**src/design/mem_params.svh**
```systemverilog
`ifndef MEM_PARAMS_SVH
`define MEM_PARAMS_SVH

// core word and line geometry
`define WORD_BITS   32
`define LINE_BYTES  16
`define LINE_BITS   128

// backing store depth in lines, 1 KiB total
`define MEM_LINES   64

// direct-mapped cache entries
`define CACHE_LINES 8

// cycles from a memory strobe to its done pulse
`define MEM_LATENCY 6

`endif

```
**src/design/mem_access_pkg.sv**
```systemverilog
`include "mem_params.svh"

package mem_access_pkg;

    // access width as encoded by the core
    typedef enum logic [1:0] {
        SIZE_BYTE = 2'd0,
        SIZE_HALF = 2'd1,
        SIZE_WORD = 2'd2
    } access_size_e;

    // one core data word
    typedef logic [`WORD_BITS-1:0] word_t;

    // one enable per byte lane of a word
    typedef logic [`WORD_BITS/8-1:0] byte_mask_t;

endpackage

```
**src/design/mem_ctrl_pkg.sv**
```systemverilog
`include "mem_params.svh"

package mem_ctrl_pkg;

    // controller sequencing
    typedef enum logic [1:0] {
        ST_IDLE   = 2'd0,
        ST_LOOKUP = 2'd1,
        ST_FILL   = 2'd2,
        ST_WRITE  = 2'd3
    } ctrl_state_e;

    // one full cache/memory line
    typedef logic [`LINE_BITS-1:0] line_t;

    // byte address with the in-line offset dropped
    typedef logic [`WORD_BITS-$clog2(`LINE_BYTES)-1:0] line_addr_t;

endpackage

```
**src/design/mem_access_unit.sv**
```systemverilog
module mem_access_unit (
    input  logic                         CLK,
    input  logic                         i_rrst_x,
    input  logic                         i_rd_en,
    input  logic                         i_wr_en,
    input  mem_access_pkg::word_t        i_addr,
    input  mem_access_pkg::word_t        i_wdata,
    input  mem_access_pkg::access_size_e i_size,
    input  logic                         i_unsigned,
    input  mem_ctrl_pkg::line_t          i_line,
    input  logic                         i_ctrl_busy,
    output logic                         o_req_rd,
    output logic                         o_req_wr,
    output mem_access_pkg::word_t        o_req_addr,
    output mem_access_pkg::word_t        o_req_wdata,
    output mem_access_pkg::byte_mask_t   o_req_mask,
    output mem_access_pkg::word_t        o_rdata,
    output logic                         o_busy
);

    logic                         w_accept;
    mem_access_pkg::word_t        w_aligned;
    mem_access_pkg::word_t        r_addr;
    mem_access_pkg::word_t        r_wdata;
    mem_access_pkg::access_size_e r_size;
    logic [3:0]                   r_ld_ofs;
    mem_access_pkg::access_size_e r_ld_size;
    logic                         r_ld_unsigned;
    mem_access_pkg::word_t        w_word;
    logic [7:0]                   w_byte;
    logic [15:0]                  w_half;

    assign w_accept = (i_rd_en || i_wr_en) && !o_busy;
    assign o_busy   = o_req_rd || o_req_wr || i_ctrl_busy;

    // halfwords and words are forced to their natural alignment
    always_comb begin
        case (i_size)
            mem_access_pkg::SIZE_BYTE: w_aligned = i_addr;
            mem_access_pkg::SIZE_HALF: w_aligned = {i_addr[31:1], 1'b0};
            default:                   w_aligned = {i_addr[31:2], 2'b00};
        endcase
    end

    // one-cycle request pulse, a store wins over a load
    always_ff @(posedge CLK) begin
        if (!i_rrst_x) begin
            o_req_rd <= 1'b0;
            o_req_wr <= 1'b0;
        end else begin
            o_req_rd <= w_accept && i_rd_en && !i_wr_en;
            o_req_wr <= w_accept && i_wr_en;
        end
    end

    // load fields only move on a load so o_rdata holds across stores
    always_ff @(posedge CLK) begin
        if (w_accept) begin
            r_addr  <= w_aligned;
            r_wdata <= i_wdata;
            r_size  <= i_size;
        end
        if (w_accept && !i_wr_en) begin
            r_ld_ofs      <= w_aligned[3:0];
            r_ld_size     <= i_size;
            r_ld_unsigned <= i_unsigned;
        end
    end

    assign o_req_addr = r_addr;

    // replicate store data into every lane of its size
    always_comb begin
        case (r_size)
            mem_access_pkg::SIZE_BYTE: begin
                o_req_wdata = {4{r_wdata[7:0]}};
                o_req_mask  = 4'b0001 << r_addr[1:0];
            end
            mem_access_pkg::SIZE_HALF: begin
                o_req_wdata = {2{r_wdata[15:0]}};
                o_req_mask  = 4'b0011 << {r_addr[1], 1'b0};
            end
            default: begin
                o_req_wdata = r_wdata;
                o_req_mask  = 4'b1111;
            end
        endcase
    end

    // word, then lane, out of the returned line
    assign w_word = i_line[{r_ld_ofs[3:2], 5'd0} +: 32];
    assign w_byte = w_word[{r_ld_ofs[1:0], 3'd0} +: 8];
    assign w_half = w_word[{r_ld_ofs[1], 4'd0} +: 16];

    always_comb begin
        case (r_ld_size)
            mem_access_pkg::SIZE_BYTE: o_rdata = {{24{w_byte[7] & ~r_ld_unsigned}}, w_byte};
            mem_access_pkg::SIZE_HALF: o_rdata = {{16{w_half[15] & ~r_ld_unsigned}}, w_half};
            default:                   o_rdata = w_word;
        endcase
    end

endmodule

```
**config.mk**
```make
export PLATFORM = sky130hd
export DESIGN_NAME = mem_access_unit
export DESIGN_NICKNAME = d
export VERILOG_FILES = /design/src/design/mem_access_pkg.sv /design/src/design/mem_ctrl_pkg.sv /design/src/design/mem_access_unit.sv
export VERILOG_INCLUDE_DIRS = /design/src /design/src/design
export SDC_FILE = /design/constraint.sdc
export NUM_CORES = 1
export LEC_CHECK = 0
export ABC_AREA = 1
export BUFFER_PORTS_ARGS = -buffer_cell sky130_fd_sc_hd__buf_2
export CAP_MARGIN = 15
export CORE_AREA = 3 3 117 119
export DETAILED_ROUTE_END_ITERATION = 8
export DIE_AREA = 0 0 120 122
export GPL_TIMING_DRIVEN = 0
export PLACE_DENSITY = 0.7
export SLEW_MARGIN = 20
export SYNTH_ARGS = -nofsm -noshare
export SYNTH_HDL_FRONTEND = slang
export SYNTH_SLANG_ARGS = --single-unit
```
**constraint.sdc**
```tcl
create_clock -name CLK -period 9.25 [get_ports CLK]
set_input_delay 1.3875 -clock CLK [delete_from_list [all_inputs] [get_ports CLK]]
set_output_delay 1.3875 -clock CLK [all_outputs]
set_load 0.05 [all_outputs]
```
==> results.yml <==
outcome:
  status: "complete, no violations"
drt:
  wire_per_inst_um: 15.7
  drtIter0Drc: 319
  wl_um: 16300
  vias: 5148
  drc: 0
  drt_pass1_iterations: 5
  viasPerCell: 4.95
  drtAntennaViolNets: 0
die:
  initial_core_util_pct: 35.5
  core_um2: 12700
  dieWidth_um: 120
  rows: 41
  die_area_um2: 14600
  num_io_pins: 303
  die_h_um: 122
synthesis:
  ys_top_cells_by_area: "edfxtp_1, nand2_1, nand3_1"
  netlist_area_um2: 4500
  async_reset_ff_share_pct: 0
  syn_avg_cell_area_um2: 8.21
  yosysWarnings: 0
  ys_ff_latch: 75
  synthesis.nets: 748
  synth.distinct_cells: 27
  ys_seq_area_share_pct: 49.6
  yosys_most_used_dff: "edfxtp_1"
  post-synth-top-count-cell: "nand2_1"
  yosysTopAreaCellShare_pct: 48.7
  synth_common_cells: "nand2_1, nand3_1, edfxtp_1"
  synth_top_cell_by_area: "edfxtp_1"
  syn_inst: 548
  synth_edf_count: 73
timing:
  finalSetupViolCount: 0
  hold_slack_ns: 0.775
  fin_crit_sh_pct: 43.6
  hold_viol_final: 0
  tightest_slew_ns: 0.983
  max_freq_mhz: 248
  max_slew_margin_pct: 34.0
  finalSetupTns_ns: 0
  finalClockSkew_ns: 0.00671
  drv_slew: 0
  fin_crit_ns: 4.03
  rsz0062_at_grt: "no"
finish:
  antenna_cells: 0
  drive_above_1_share_pct: 42.7
  final_net_count: 1064
  final_area_um2: 6620
  synthToLayoutAreaGrowth_pct: 47.1
  fin_util_pct: 52.2
critical_path:
  slowest_stage: "buf_2"
  cpPeakStageDelay_ns: 0.27
  setup.worst_path.start_class: "input port"
  critical_path_arrival_ns: 2.65
  crit_chain: "buf_2 > nand2_1 > nand3_1 > nand3_1 > nand2_1 > nand3_2 > buf_2 > nand3_1 > buf_2"
  critPathKind: "in2out"
  cp_max_fo: 10
  crit_path_end_kind: "primary output"
  cp.required_ns: 7.86
clocking:
  cts.path.max_buffers: 2
  cts_root_buffer: "clkbuf_16"
  clock_latency_ns: 0.32
  cts_tree: "built"
  holdBufCountCts: 0
  clk_pin_slew_ns: 0.06
  h-tree-depth: 3
  cts_made_buffers: 9
  post-cts-setup-buffer-count: 0
  cts.sinks: 75
  cts-resized-gates: 0
power:
  intPower_mw: 0.691
  power_density_nw_per_um2: 155
  clkPwrFrac_pct: 33.1
  peakVddDrop_uv: 145
  p_comb_share_pct: 27.6
  seq_power_share_pct: 39.3
  p_leak_nw: 3.38
  swShare_pct: 32.6
  p_sw_mw: 0.335
placed_design:
  gp_congestion: 0.868
  numPortBuffers: 302
  dpl_cell_area_um2: 6320
  dp_hpwl_um: 13400
global_route:
  grt_pass1_wl_um: 24300
  grt_max_degree: 22
  grt_pass1_vias: 4907
  antenna_found_initial: 0
  track_usage_pct: 21.2
  grt_overflow_total: 0
hold_path:
  hp-class: "reg2reg"
job:
  maxCapViolations: 0
## cells in the final DEF (no fill, tap or decap), drive strengths merged
| cell type | n |
|---|---|
| nor4 | 1 |
| o21ai | 31 |
| nor3b | 1 |
| o22ai | 12 |
| nand3 | 116 |
| o31ai | 1 |
| nor3 | 3 |
| nand4 | 1 |
| nor2 | 25 |
| edfxtp | 73 |
| inv | 16 |
| bufinv | 1 |
| clkbuf | 17 |
| clkinv | 5 |
| dfxtp | 2 |
| o221ai | 1 |
| a21oi | 1 |
| or3 | 1 |
| buf | 337 |
| nand2 | 224 |
## area by class of cell
cell class,instances,area (um^2)
plain buffers,40,308
clock buffers,9,225
clock inverters,7,73.8
fillers,1230,6050
inverters,15,56.3
multi-input cells,418,1910
flip-flops and latches,75,2230
well taps,172,215
repair buffers,305,1590
## power by group through the flow
stage                     sequential (mW)  combinational [mW]  clock [mW]
after global placement              0.413               0.275           0
after global routing                0.406               0.302       0.358
after CTS                           0.404               0.284       0.347
final                               0.403               0.283       0.339
after floorplan                     0.441               0.153           0
after detailed placement            0.411               0.284           0
## path summary, 6_finish.rpt
kind | startpoint | to | slack (ns) | cells after the start
worst max-delay path | i_line[47] | o_rdata[22] | 5.22 | 9
worst min-delay path | o_req_wr | o_req_rd | 0.78 | 3
worst max register to register | o_req_wr | r_ld_ofs[1] | 7.26 | 3
worst min register to register | o_req_wr | o_req_rd | 0.78 | 3
## per-layer routing
layer  part of all wire, %  GRT usage, %  vias to the layer above
met4                   4.2          9.59                        0
met1                    34          21.5                     2292
met5                     0             0                        -
li1                      -             -                     2495
met3                    11          6.22                       44
met2                    51          39.9                      317
## stage by stage
stage                     cells  power [mW]  setup slack, ns
after floorplan             548       0.594             3.39
after global placement     1022       0.688             2.44
after detailed placement   1025       0.694             5.22
after CTS                  1041        1.03             5.21
after global routing       1041        1.07             5.11
final                      1041        1.03             5.22
## flip-flops by register name (all words and copies together), names as in the netlist
signal,cells
o_req_addr,32
r_wdata,32
r_ld_ofs,4
r_ld_size,2
r_size,2
o_req_rd,1
o_req_wr,1
r_ld_unsigned,1
## worst max-delay path: cells and delay by family
family        cells  cell delay, ns
simple gates      6            0.65
buf+inv           3            0.61
## kinds of logic (layout without fill, tap and decap cells)
family                 count (synthesis)  count (layout)  share of synthesized area, %
and+or+nand+nor                      372             372                          36.7
AOI/OAI and AO/OA                     46              46                          5.59
DFF                                   75              75                          49.6
buffers and inverters                 55             376                          8.10
Note: power is estimated with default switching activity, not from simulation.
